==> src/include/led_ctrl_defs.svh <==
`ifndef LED_CTRL_DEFS_SVH
`define LED_CTRL_DEFS_SVH

// ----------------------------------------
// widths
// ----------------------------------------
`define LED_DATA_W      32
`define LED_ADDR_W      4    // word address, not byte
`define LED_DIV_W       12
`define LED_SEL_W       4
`define LED_NUM_BLINK   3

// blink timing
`define LED_PRESCALE    4    // clocks per tick, kept short for sim
`define LED_DIV_RESET   9

// fixed build identifier, replaces the old hash
`define LED_BUILD_ID_LO 32'h5eed_0b41
`define LED_BUILD_ID_HI 32'h0001_f7c0

// ----------------------------------------
// register map (word addresses)
// ----------------------------------------
`define LED_ADDR_BUILD_ID_LO 4'd0
`define LED_ADDR_BUILD_ID_HI 4'd1
`define LED_ADDR_DIV0        4'd2
`define LED_ADDR_DIV1        4'd3
`define LED_ADDR_DIV2        4'd4
`define LED_ADDR_LED_SEL     4'd5
`define LED_ADDR_INT_STATUS  4'd6   // write 1 to clear
`define LED_ADDR_INT_EN      4'd7
`define LED_ADDR_YELLOW      4'd8

`endif

==> src/source/led_ctrl_pkg.sv <==
`include "led_ctrl_defs.svh"

package led_ctrl_pkg;

  // ----------------------------------------
  // register port
  // ----------------------------------------
  typedef logic [`LED_DATA_W-1:0] data_t;  // one register word
  typedef logic [`LED_ADDR_W-1:0] addr_t;

  // ----------------------------------------
  // blink side
  // ----------------------------------------
  // reload value, led toggles after div+1 ticks
  typedef logic [`LED_DIV_W-1:0] div_t;

  typedef logic [`LED_SEL_W-1:0] led_sel_t;  // blue led source

  // one bit per blinker
  typedef logic [`LED_NUM_BLINK-1:0] blink_vec_t;

  // four-phase handshake
  typedef enum logic {
    BUS_IDLE,  // waiting for req
    BUS_ACK    // ack held until req drops
  } bus_state_e;

endpackage

==> src/source/blink_cfg_if.sv <==
`timescale 1ns/1ps

// config and status between register file and the blinkers
interface blink_cfg_if
  import led_ctrl_pkg::*;
();

  // divisors, one per blinker
  div_t       div0;
  div_t       div1;
  div_t       div2;

  blink_vec_t wren;     // reload strobes, one cycle each
  blink_vec_t led;      // current led levels
  blink_vec_t led_int;  // on-edge pulses

  // register file side
  modport regs (
    output div0,
    output div1,
    output div2,
    output wren,
    input  led,
    input  led_int
  );

  // blinker side, top hands each blinker its own slice
  modport blink (
    input  div0,
    input  div1,
    input  div2,
    input  wren,
    output led,
    output led_int
  );

endinterface

==> src/source/led_blinker.sv <==
`timescale 1ns/1ps
`include "led_ctrl_defs.svh"

module led_blinker
  import led_ctrl_pkg::*;
(
  input  logic clk100_i,
  input  logic arst_n_i,
  input  div_t div_i,      // sampled on wren_i
  input  logic wren_i,
  output logic led_o,
  output logic led_int_o   // 1 cycle when led turns on
);

  localparam int PRE_W = (`LED_PRESCALE > 1) ? $clog2(`LED_PRESCALE) : 1;

  logic [PRE_W-1:0] pre_cnt_q;
  logic             tick;        // one clock every prescale period
  div_t             div_q;       // latched divisor
  div_t             tick_cnt_q;
  logic             toggle;
  logic             led_q;
  logic             int_q;

  // ----------------------------------------
  // prescaler
  // ----------------------------------------
  assign tick = (pre_cnt_q == PRE_W'(`LED_PRESCALE - 1));

  always_ff @(posedge clk100_i or negedge arst_n_i) begin
    if (!arst_n_i) begin
      pre_cnt_q <= '0;
    end else if (wren_i || tick) begin
      pre_cnt_q <= '0;  // reload restarts the period
    end else begin
      pre_cnt_q <= pre_cnt_q + 1'b1;
    end
  end

  // ----------------------------------------
  // tick counter and led
  // ----------------------------------------
  // last tick of a half period
  assign toggle = tick && (tick_cnt_q == div_q);

  always_ff @(posedge clk100_i or negedge arst_n_i) begin
    if (!arst_n_i) begin
      div_q      <= div_t'(`LED_DIV_RESET);
      tick_cnt_q <= '0;
      led_q      <= 1'b0;
      int_q      <= 1'b0;
    end else if (wren_i) begin
      div_q      <= div_i;   // new value, restart dark
      tick_cnt_q <= '0;
      led_q      <= 1'b0;
      int_q      <= 1'b0;
    end else begin
      int_q <= toggle && !led_q;  // rising led only
      if (toggle) begin
        tick_cnt_q <= '0;
        led_q      <= !led_q;
      end else if (tick) begin
        tick_cnt_q <= tick_cnt_q + 1'b1;
      end
    end
  end

  assign led_o     = led_q;
  assign led_int_o = int_q;

  // the led stays on for at least one tick, so pulses never merge
  a_int_single: assert property (@(posedge clk100_i) disable iff (!arst_n_i)
    led_int_o |=> !led_int_o)
    else $error("led_int_o high for two cycles");

endmodule

==> src/source/led_ctrl_top.sv <==
`timescale 1ns/1ps

module led_ctrl_top
  import led_ctrl_pkg::*;
(
  input  logic       clk100_i,
  input  logic       arst_n_i,
  // register port, four-phase req/ack
  input  logic       req_i,
  input  logic       we_i,
  input  addr_t      addr_i,
  input  data_t      wdata_i,
  output logic       ack_o,
  output data_t      rdata_o,
  output logic       irq_o,
  output logic [1:0] radio_led_o  // 1 blue, 0 yellow
);

  // divisors, strobes, levels and pulses
  blink_cfg_if i_cfg ();

  // ----------------------------------------
  // register file
  // ----------------------------------------
  led_regfile i_regfile (
    .clk100_i    (clk100_i    ),
    .arst_n_i    (arst_n_i    ),
    .req_i       (req_i       ),
    .we_i        (we_i        ),
    .addr_i      (addr_i      ),
    .wdata_i     (wdata_i     ),
    .ack_o       (ack_o       ),
    .rdata_o     (rdata_o     ),
    .irq_o       (irq_o       ),
    .radio_led_o (radio_led_o ),
    .cfg         (i_cfg.regs  )
  );

  // ----------------------------------------
  // blinkers, one slice each
  // ----------------------------------------
  led_blinker i_blink0 (
    .clk100_i  (clk100_i         ),
    .arst_n_i  (arst_n_i         ),
    .div_i     (i_cfg.div0       ),
    .wren_i    (i_cfg.wren[0]    ),
    .led_o     (i_cfg.led[0]     ),
    .led_int_o (i_cfg.led_int[0] )
  );

  led_blinker i_blink1 (
    .clk100_i  (clk100_i         ),
    .arst_n_i  (arst_n_i         ),
    .div_i     (i_cfg.div1       ),
    .wren_i    (i_cfg.wren[1]    ),
    .led_o     (i_cfg.led[1]     ),
    .led_int_o (i_cfg.led_int[1] )
  );

  // third channel, also the last blinker on the blue mux
  led_blinker i_blink2 (
    .clk100_i  (clk100_i         ),
    .arst_n_i  (arst_n_i         ),
    .div_i     (i_cfg.div2       ),
    .wren_i    (i_cfg.wren[2]    ),
    .led_o     (i_cfg.led[2]     ),
    .led_int_o (i_cfg.led_int[2] )
  );

endmodule

==> src/source/led_regfile.sv <==
`timescale 1ns/1ps
`include "led_ctrl_defs.svh"

module led_regfile
  import led_ctrl_pkg::*;
(
  input  logic       clk100_i,
  input  logic       arst_n_i,
  // four-phase register port
  input  logic       req_i,
  input  logic       we_i,
  input  addr_t      addr_i,
  input  data_t      wdata_i,
  output logic       ack_o,
  output data_t      rdata_o,     // valid while ack_o high
  output logic       irq_o,
  output logic [1:0] radio_led_o, // 1 blue, 0 yellow
  blink_cfg_if.regs  cfg
);

  bus_state_e state_q;
  logic       access;          // first cycle of a request
  logic       wr_en;
  blink_vec_t wr_div;          // divisor write, per channel
  blink_vec_t wren_q;
  div_t       div_q [`LED_NUM_BLINK];
  led_sel_t   led_sel_q;
  blink_vec_t int_status_q;
  blink_vec_t int_en_q;
  blink_vec_t int_clr;
  logic       yellow_q;
  logic       irq_q;
  data_t      rd_data;
  data_t      rdata_q;
  logic       blue;

  // ----------------------------------------
  // handshake FSM
  // ----------------------------------------
  always_ff @(posedge clk100_i or negedge arst_n_i) begin
    if (!arst_n_i) begin
      state_q <= BUS_IDLE;
    end else begin
      case (state_q)
        BUS_IDLE: if (req_i) state_q <= BUS_ACK;
        BUS_ACK:  if (!req_i) state_q <= BUS_IDLE;  // master let go
        default:  state_q <= BUS_IDLE;
      endcase
    end
  end

  // exactly one access, held req does nothing more
  assign access = (state_q == BUS_IDLE) && req_i;
  assign wr_en  = access && we_i;
  assign ack_o  = (state_q == BUS_ACK);

  // ----------------------------------------
  // write decode
  // ----------------------------------------
  always_comb begin
    for (int i = 0; i < `LED_NUM_BLINK; i++) begin
      wr_div[i] = wr_en && (addr_i == addr_t'(`LED_ADDR_DIV0 + i));
    end
  end

  // write-1-to-clear mask
  assign int_clr = (wr_en && addr_i == `LED_ADDR_INT_STATUS) ?
                   wdata_i[`LED_NUM_BLINK-1:0] : '0;

  // ----------------------------------------
  // registers
  // ----------------------------------------
  always_ff @(posedge clk100_i or negedge arst_n_i) begin
    if (!arst_n_i) begin
      for (int i = 0; i < `LED_NUM_BLINK; i++) begin
        div_q[i] <= div_t'(`LED_DIV_RESET);
      end
      wren_q       <= '0;
      led_sel_q    <= '0;
      int_status_q <= '0;
      int_en_q     <= '0;
      yellow_q     <= 1'b0;
      irq_q        <= 1'b0;
    end else begin
      wren_q <= wr_div;  // pulse lines up with ack rising
      for (int i = 0; i < `LED_NUM_BLINK; i++) begin
        if (wr_div[i]) div_q[i] <= wdata_i[`LED_DIV_W-1:0];
      end
      if (wr_en) begin
        case (addr_i)
          `LED_ADDR_LED_SEL: led_sel_q <= wdata_i[`LED_SEL_W-1:0];
          `LED_ADDR_INT_EN:  int_en_q  <= wdata_i[`LED_NUM_BLINK-1:0];
          `LED_ADDR_YELLOW:  yellow_q  <= wdata_i[0];
          default: ;         // read-only or unmapped
        endcase
      end
      // a new pulse wins over a clear in the same cycle
      int_status_q <= (int_status_q & ~int_clr) | cfg.led_int;
      irq_q        <= |(int_status_q & int_en_q);
    end
  end

  // ----------------------------------------
  // read path
  // ----------------------------------------
  always_comb begin
    rd_data = '0;  // unmapped reads zero
    case (addr_i)
      `LED_ADDR_BUILD_ID_LO: rd_data = `LED_BUILD_ID_LO;
      `LED_ADDR_BUILD_ID_HI: rd_data = `LED_BUILD_ID_HI;
      `LED_ADDR_DIV0:        rd_data = data_t'(div_q[0]);
      `LED_ADDR_DIV1:        rd_data = data_t'(div_q[1]);
      `LED_ADDR_DIV2:        rd_data = data_t'(div_q[2]);
      `LED_ADDR_LED_SEL:     rd_data = data_t'(led_sel_q);
      `LED_ADDR_INT_STATUS:  rd_data = data_t'(int_status_q);
      `LED_ADDR_INT_EN:      rd_data = data_t'(int_en_q);
      `LED_ADDR_YELLOW:      rd_data = data_t'(yellow_q);
      default: ;
    endcase
  end

  // captured once per request, held through ack
  always_ff @(posedge clk100_i) begin
    if (access) rdata_q <= rd_data;
  end

  assign rdata_o = rdata_q;
  assign irq_o   = irq_q;

  // ----------------------------------------
  // blinker config and led mux
  // ----------------------------------------
  assign cfg.div0 = div_q[0];
  assign cfg.div1 = div_q[1];
  assign cfg.div2 = div_q[2];
  assign cfg.wren = wren_q;

  always_comb begin
    case (led_sel_q)
      led_sel_t'(0): blue = cfg.led[0];
      led_sel_t'(1): blue = cfg.led[1];
      led_sel_t'(2): blue = cfg.led[2];
      led_sel_t'(3): blue = 1'b0;  // forced off
      led_sel_t'(4): blue = 1'b1;  // forced on
      default:       blue = yellow_q;
    endcase
  end

  assign radio_led_o = {blue, yellow_q};

  // ack only ever answers a request seen on the edge before
  a_ack_needs_req: assert property (@(posedge clk100_i) disable iff (!arst_n_i)
    $rose(ack_o) |-> $past(req_i))
    else $error("ack_o rose without req_i");

  // one reload pulse per write, even with req held
  a_wren_single: assert property (@(posedge clk100_i) disable iff (!arst_n_i)
    (cfg.wren != '0) |=> (cfg.wren == '0))
    else $error("wren held longer than one cycle");

endmodule

==> config.mk <==
export PLATFORM = sky130hd
export DESIGN_NAME = led_ctrl_top
export DESIGN_NICKNAME = d
export VERILOG_FILES = /design/src/source/led_ctrl_pkg.sv /design/src/source/blink_cfg_if.sv /design/src/source/led_blinker.sv /design/src/source/led_ctrl_top.sv /design/src/source/led_regfile.sv
export VERILOG_INCLUDE_DIRS = /design/src /design/src/include
export SDC_FILE = /design/constraint.sdc
export NUM_CORES = 1
export LEC_CHECK = 0
export BUFFER_PORTS_ARGS = -buffer_cell sky130_fd_sc_hd__buf_2
export CAP_MARGIN = 20
export CORE_ASPECT_RATIO = 1.25
export CORE_MARGIN = 3
export CORE_UTILIZATION = 52
export CTS_BUF_LIST = sky130_fd_sc_hd__clkbuf_4
export DETAILED_ROUTE_END_ITERATION = 8
export PLACE_DENSITY_LB_ADDON = 0.25
export SLEW_MARGIN = 20
export SYNTH_ARGS = -nofsm -noshare
export SYNTH_HDL_FRONTEND = slang
export SYNTH_SLANG_ARGS = --single-unit
==> constraint.sdc <==
create_clock -name clk100_i -period 2.25 [get_ports clk100_i]
set_clock_uncertainty 0.2 [all_clocks]
set_input_delay 0.1125 -clock clk100_i [delete_from_list [all_inputs] [get_ports clk100_i]]
set_output_delay 0.1125 -clock clk100_i [all_outputs]
set_load 0.01 [all_outputs]
==> results of run 1 <==
==> logic make-up (layout without fill, tap and decap cells) <==
kind of cell             Yosys count  after routing  share of synthesized area
AO/OA/AOI/OAI                     49             49                     0.0541
XOR/XNOR                          66             66                     0.0822
adder cells (fa/ha/maj)            6              6                     0.0105
buffers and inverters             59            140                     0.0467
flip-flops                       151            151                      0.543
multiplexers                      83             83                      0.135
other                              1              7                   0.000527
AND/OR/NAND/NOR                  158            158                      0.127
==> per-layer routing <==
metal	global-route usage	share of wire	vias up
li1	-	-	2173
met1	0.264	0.44	2318
met2	0.343	0.50	112
met3	0.0456	0.040	30
met4	0.0753	0.023	0
met5	0	0	-
==> flip-flops by register name, summed over array words and instances (netlist names), 12 cells and up <==
register / cells
i_regfile.rdata_o: 15
i_blink0.div_q: 12
i_blink0.tick_cnt_q: 12
i_blink1.div_q: 12
i_blink1.tick_cnt_q: 12
i_blink2.div_q: 12
i_blink2.tick_cnt_q: 12
i_regfile.cfg.div0: 12
i_regfile.cfg.div1: 12
i_regfile.cfg.div2: 12
==> synthesized netlist by cell type (all sizes together) (3+ instances only) <==
| cell | number | share of area |
|---|---|---|
| inv | 18 | 0.0095 |
| nor2b | 6 | 0.0053 |
| nand2b | 3 | 0.0026 |
| edfxtp | 15 | 0.063 |
| a21oi | 6 | 0.0042 |
| xor2 | 15 | 0.018 |
| nand2 | 29 | 0.016 |
| and3 | 4 | 0.0035 |
| mux2 | 80 | 0.13 |
| dfstp | 12 | 0.044 |
| nand3 | 9 | 0.0081 |
| nand4 | 18 | 0.016 |
| xnor2 | 51 | 0.064 |
| nor2 | 34 | 0.018 |
| nor4 | 8 | 0.014 |
| a222oi | 6 | 0.0084 |
| o21ai | 9 | 0.0063 |
| nor3 | 26 | 0.020 |
| ha | 6 | 0.011 |
| a21o | 3 | 0.0032 |
| or4 | 3 | 0.0047 |
| a22oi | 4 | 0.0042 |
| nor3b | 9 | 0.0095 |
| nand3b | 5 | 0.0053 |
| dfrtp | 124 | 0.44 |
| clkbuf | 6 | 0.0032 |
| buf | 35 | 0.034 |
==> final timing paths <==
| check | endpoint | depth (start not counted) | slack (ps) |
|---|---|---|---|
| worst min register to register | i_blink2.pre_cnt_q[0]$_DFF_PN0_ | 1 | 230 |
| worst min-delay path | i_regfile.ack_o$_DFF_PN0_ | 2 | 60 |
| max in group asynchronous | i_blink2.div_q[3]$_DFFE_PN1P_ | 4 | 660 |
| worst max-delay path | i_blink1.led_o$_DFFE_PN0P_ | 4 | 120 |
| worst max register to register | i_blink1.led_o$_DFFE_PN0P_ | 4 | 120 |
| min in group asynchronous | i_blink0.pre_cnt_q[0]$_DFF_PN0_ | 3 | 450 |
==> final cells by class <==
class / instances / share of cell area
antenna: 2 / 0.000623
clock buffer: 20 / 0.0187
clock inverter: 12 / 0.0199
inverter: 18 / 0.00841
multi-input combinational: 367 / 0.365
sequential: 151 / 0.482
tap: 171 / 0.0266
timing repair buffer: 90 / 0.0787
==> what timing repair did <==
| item | CTS | global route |
|---|---|---|
| hold endpoints to repair | 200 | 0 |
| buffers inserted | 0 | 0 |
| hold buffers | 20 | 0 |
==> stage by stage <==
step,utilization,worst slack (ps)
after detailed placement,0.563,157
after global placement,0.563,157
after floorplan,-,307
after global routing,0.602,45.7
final,0.602,118
after CTS,0.601,140
==> power by group through the flow <==
stage / Sequential [W] / Combinational [W] / Clock, W
after CTS: 0.00343 / 0.00101 / 0.00186
final: 0.00343 / 0.000996 / 0.00180
after detailed placement: 0.00349 / 0.000981 / 0
after floorplan: 0.00335 / 0.000801 / 0
after global placement: 0.00347 / 0.000943 / 0
after global routing: 0.00349 / 0.00113 / 0.00197
==> impl_summary.md, run 1 <==
Global route
The global-route wire length before repair is ~24000 um. The pin count of the biggest net entering global routing is 64. After global routing the overflow that remains totals 0. The number of global-route vias before repair was about 4700. The global-route usage over all layers is 0.205.

The number of antenna violations at the first check in global routing is 1.

STA
The worst-margin pin slew is between 600 and 700 ps. The setup TNS is 0 ps. The count of final max-slew check failures is 0. The minimum period implied by the final worst setup slack is 2130 ps. The number of setup violations in the final report is 0. The number of hold violations in the final report is 0. Setup repair after global routing left no endpoint under its margin. The relative slew slack is 0.541. Dividing the final minimum period by the clock period gives 0.948. Final hold analysis gives a worst-case slack of between 60 and 70 ps.

The maximum operating frequency is between 0.4 and 0.5 GHz.

Place
The number of cells after detailed placement is between 700 and 800. The last weighted congestion value of the routability-driven placer is between 0.8 and 0.9. The number of input and output port buffers inserted is 50. The HPWL after detailed placement is around 11000 um. The post-placement cell area is between 7000 and 8000 sq um.

Logic synthesis
In this run the mean area of a mapped cell was about 12 sq um. The post-synthesis instance area is ~7000 sq um. The share of flip-flops with an asynchronous set or reset after synthesis is 0.901. The flip-flop cell with the highest count after synthesis is dfrtp_1. Counting flops and latches in the post-synthesis netlist gives roughly 150. Synthesis instantiated 58 different standard cells from the library. The count of flip-flops with a built-in enable after synthesis is 15. The count of yosys warnings during synthesis is 0.

Counting every instance in the synthesized netlist gives roughly 570. For this run, the register share of the synthesized area comes to 0.543.

Layout
The final layout contains roughly 700 nets. Summing all flip-flop and latch instances after layout gives 3870 sq um. Once layout is complete, the cells apart from fillers number ~830. The layout filler cell count is 1070. Summing all non-filler instances in the final layout gives an area of 8030 sq um. In the layout the commonest cells are dfrtp_1, mux2_2, xnor2_1.

Of the cells placed in the final design, the portion with a size suffix greater than 1 is 0.322. The leading cell type in the layout, fill and taps excluded is dfrtp_1. The growth of design area from synthesis to finish is 12.8%. The footprint of the multi-input gates is between 2000 and 3000 sq um.

Worst setup path
The largest individual stage delay along the critical path comes from the cell or4_4. The launching element of the worst setup path is i_blink1.div_q[0]$_DFFE_PN1P_. The combined buffer and inverter count along the critical path is 0. Data on the critical path arrives at its endpoint at around 2400 ps. The worst-path maximum fanout is 4. The type of element capturing the critical path is a register. The startpoint of the most critical register-to-register path is i_blink1.div_q[0]$_DFFE_PN1P_.

The worst setup path is launched from a register. The gate family responsible for the most delay along the worst path is simple AND/OR/NAND/NOR gates. The largest single stage delay on the critical path is between 600 and 700 ps. The classification of the worst setup path is register to register.

The data required time of the critical path is roughly 2500 ps. The signal on the critical path passes through xnor2_1 > nand4_1 > or4_4 > mux2_4.

Clock network
At the later pin of the worst-skew pair, clock insertion delay measures between 500 and 600 ps. The number of sinks driven by the clock tree is ~150. In this run the number of H-tree levels came out at 4. Clock tree synthesis selected as its root buffer the cell clkbuf_4. The number of clock buffers added by TritonCTS is 17. The maximum root-to-sink buffer count is 2. The clock tree from TritonCTS is built.

The clock-pin slew of the registers on the worst-case setup and hold paths is 120 ps. The number of resized instances in the post-cts repair step is 0.

Routing
The post-detailed-route via-to-cell ratio is 5.58. Dividing the detail-routed wire length by the instance count gives 17.4 um. The detailed router's first-iteration violation count is about 330. Wires add up to ~14000 um. The number of design rule violations left after detail routing is 0. The detail route stage leaves a number of antenna-violating nets equal to 0. The detailed router placed approximately 4600 vias in this run. The first detailed-routing pass ran for 5 iterations.

Die
The die covers between 15000 and 20000 sq um. The width of the die is 111 um. In this run the count of I/O pins placed on the die edge is 76. The initial utilization of the core area, before any placement, comes to 0.533. Measured along the y axis, the die boundary spans between 100 and 150 um. The placeable core area is 13300 sq um.

The total number of placement rows is between 40 and 50.

Power
The internal power is approximately 0.0045 W. The part of the power in registers is 0.551. The total power divided by cell area is 776 nW/um^2. The standby leakage power is 3.59 nW. The peak supply drop is 0.439 mV. The part of the total power dissipated in the clock network is 0.289. Of the total power, the share spent switching nets is 0.276. The total power after layout is around 0.0062 W.

The net switching power is between 0.0015 and 0.002 W. The combinational power share is 0.160.

Hold path
The launch instance of the worst min-delay path is req_i. The min-delay analysis places its worst path in the category input pin to register.

Run
The tool flagged a number of max-cap violations equal to 0.

Run status
The flow ran to the end, and the final reports show no timing, DRC or antenna violations.
Power figures use the tool's default switching activity.
==> run 2: changes to the inputs <==
CTS_BUF_LIST = sky130_fd_sc_hd__clkbuf_8   (was sky130_fd_sc_hd__clkbuf_4)
HOLD_SLACK_MARGIN = 0.05   (was not set)
==> run 2 against run 1 <==
Effect of this change:
- flip-flop and latch count unchanged
- combinational power barely moved
- non-clock buffer count unchanged
- die area stayed put
- final cell count decreased by 0.24%
- routed wire length increased by 1.9%
- setup slack improved by 2.0 ps
- hold slack improved by 89 ps
- sequential power is essentially flat
- largest power group unchanged
==> impl_summary.md, run 2 (same netlist as run 1, synthesis figures left out) <==
Run status
The run finished with clean final reports.

Power
The peak supply drop is 0.466 mV (+6.2%). The standby leakage power was 3.65 nW (+1.6%). The part of the power in registers came to 0.517 (-0.034). The part of the total power dissipated in the clock network is 0.332 (+0.043). The total power after layout was 0.00665 W (+6.6%). The combinational power share is 0.151 (-0.009). The net switching power is 0.00179 W (+3.9%). The total power divided by cell area is 816 nW/um^2 (+5.2%).

The fraction of power spent switching nets came to 0.269 (-0.00702). The internal power is 0.00486 W (+7.6%).

STA
The worst-margin pin slew was 696 ps (+11.6 ps). The relative slew slack is 0.533 (-0.00781). The count of final max-slew check failures was 0 (unchanged). The number of setup violations in the final report is 0 (unchanged). Setup repair after global routing left no endpoint under its margin. The minimum period implied by the final worst setup slack is 2130 ps (-2.03 ps).

The number of hold violations in the final report was 0 (unchanged). The maximum operating frequency is 0.469 GHz (about the same). The setup TNS was 0 ps (unchanged). The ratio of final minimum period to clock period is 0.947 (about the same). The worst path setup slack after routing is 120 ps (+2.03 ps).

Clock network
The number of buffers created by CTS is 17 (unchanged). The number of sinks driven by the clock tree came to 151 (unchanged). The total setup buffers inserted after CTS is 0 (unchanged). The clock root buffer is clkbuf_8. TritonCTS built the clock tree. The number of levels in the clock H-tree is 4 (unchanged). The maximum root-to-sink buffer count was 2 (unchanged). The number of resized instances in the post-cts repair step is 0 (unchanged).

The clock latency on the worst-skew pair is 440 ps (-100 ps). The clock-pin slew of the registers on the worst-case setup and hold paths is 80 ps (-40 ps).

Die
The width of the die is 111 um (unchanged). The die height came to 137 um (unchanged). The placeable core area is 13300 sq um (unchanged). The initial core utilization was 0.533 (unchanged). The die area is 15100 sq um (unchanged). The total number of placement rows is 47 (unchanged).

The number of primary I/O pins came to 76 (unchanged).

Worst setup path
The worst setup path is captured at a register. The data arrival time of the critical path is 2260 ps (-110 ps). The combined buffer and inverter count along the critical path was 0 (unchanged). The critical-path cell with the highest stage delay is or4_4. The gate family responsible for the most delay along the worst path is simple AND/OR/NAND/NOR gates.

The biggest cell delay along the critical path is 610 ps (about the same). STA classifies the critical path startpoint as a register. The worst setup path is of the register to register kind. The worst-path maximum fanout is 4 (unchanged). The critical path goes through xnor2_1 > nand4_1 > or4_4 > mux2_4. The data required time of the critical path was 2380 ps (-100 ps).

Routing
The count of vias placed by the detailed router was 4620 (-0.28%). The post-detailed-route via-to-cell ratio was 5.57 (about the same). The remaining number of nets flagged by the antenna check after routing is 0 (unchanged).

The mean routed wirelength per cell is 17.7 um (+2.1%). The detailed router's first-iteration violation count is 318 (-4.5%). The number of design rule violations left after detail routing was 0 (unchanged).

The first-pass iteration count of the detailed router is 5 (unchanged). The routed wire length is 14700 um (+1.9%).

Layout
Leaving out fill and tap cells, the most frequent cell in the layout is dfrtp_1. The diode insertion count for antenna repair is 0 (-2). The share of the core filled with cells in the final layout is 0.610 (+0.00825). The layout filler cell count is 1048 (-2.1%). The growth of design area from synthesis to finish is 14.3%. The number of flip-flops under the largest register name was 15 (unchanged). The net count of the finished layout came to 691 (unchanged).

The footprint of the multi-input gates is 2930 sq um (unchanged). The top cell types in the final layout, fill and taps aside, are dfrtp_1, mux2_2, xnor2_1. The fraction of final layout cells sized beyond drive strength 1 is 0.321 (-0.00152). The post-route cell area is 8140 sq um (+1.4%).

The total area of sequential cells came to 3870 sq um (unchanged).

Global route
The global-route usage over all layers is 0.209 (+0.00373). The number of global-route vias before repair is 4706 (-0.19%). The global-route wire length before repair is 24700 um (+1.1%). The number of antenna violations at the first check in global routing is 0 (-1). The total overflow reported by the global router is 0 (unchanged).

The pin count of the biggest net entering global routing is 64 (unchanged).

Place
The pre-CTS setup slack is 157 ps (unchanged). The post-placement cell area is 7520 sq um (unchanged). The HPWL after detailed placement is 10600 um (unchanged). The number of input and output port buffers inserted is 50 (unchanged). The last weighted congestion value of the routability-driven placer was 0.883 (unchanged).

Hold path
The path class of the lowest-slack min-delay path is input pin to register.

Run
The reported max-cap violation count is 0 (unchanged).
==> run 2: metrics by stage <==
step	hold WS, ps	instances
2_1_floorplan	-383	577
3_3_place_gp	-53.6	777
3_5_place_dp	-50.0	777
4_1_cts	127	829
5_1_grt	126	829
6_report	151	829
==> run 2: worst paths after layout <==
kind / slack [ps] / cells past startpoint / end / start
hold / removal: 150 / 2 / i_regfile.ack_o$_DFF_PN0_ / req_i
hold reg to reg: 230 / 1 / i_blink2.pre_cnt_q[0]$_DFF_PN0_ / i_blink2.pre_cnt_q[0]$_DFF_PN0_
max in group asynchronous: 580 / 4 / i_blink2.div_q[3]$_DFFE_PN1P_ / arst_n_i
min in group asynchronous: 560 / 3 / i_blink0.pre_cnt_q[0]$_DFF_PN0_ / arst_n_i
setup reg to reg: 120 / 4 / i_blink1.led_o$_DFFE_PN0P_ / i_blink1.div_q[0]$_DFFE_PN1P_
setup / recovery: 120 / 4 / i_blink1.led_o$_DFFE_PN0P_ / i_blink1.div_q[0]$_DFFE_PN1P_
==> run 2: power by group through the flow <==
| stage | combinational (W) | clock [W] | sequential, W |
|---|---|---|---|
| after floorplan | 0.000801 | 0 | 0.00335 |
| after global placement | 0.000943 | 0 | 0.00347 |
| after detailed placement | 0.000981 | 0 | 0.00349 |
| after CTS | 0.00101 | 0.00226 | 0.00344 |
| after global routing | 0.00113 | 0.00238 | 0.00349 |
| final | 0.00100 | 0.00221 | 0.00344 |
==> run 2: layout make-up <==
| cell class | instances | area share |
|---|---|---|
| multi-input combinational | 367 | 0.360 |
| inverter | 18 | 0.00830 |
| tap | 171 | 0.0263 |
| clock inverter | 13 | 0.0201 |
| sequential | 151 | 0.475 |
| timing repair buffer | 90 | 0.0776 |
| clock buffer | 19 | 0.0321 |
==> run 2: routing by layer <==
layer,track usage,up-vias,routed length (um)
met5,0,-,0
met2,0.351,90,7530
li1,-,2165,-
met3,0.0464,24,488
met4,0.0739,0,243
met1,0.269,2341,6440
==> run 2: what timing repair did <==
action | 4_1_cts | 5_1_grt
hold endpoints to repair | 182 | 0
hold buffers | 20 | 0
endpoints found under the setup margin | 0 | 0
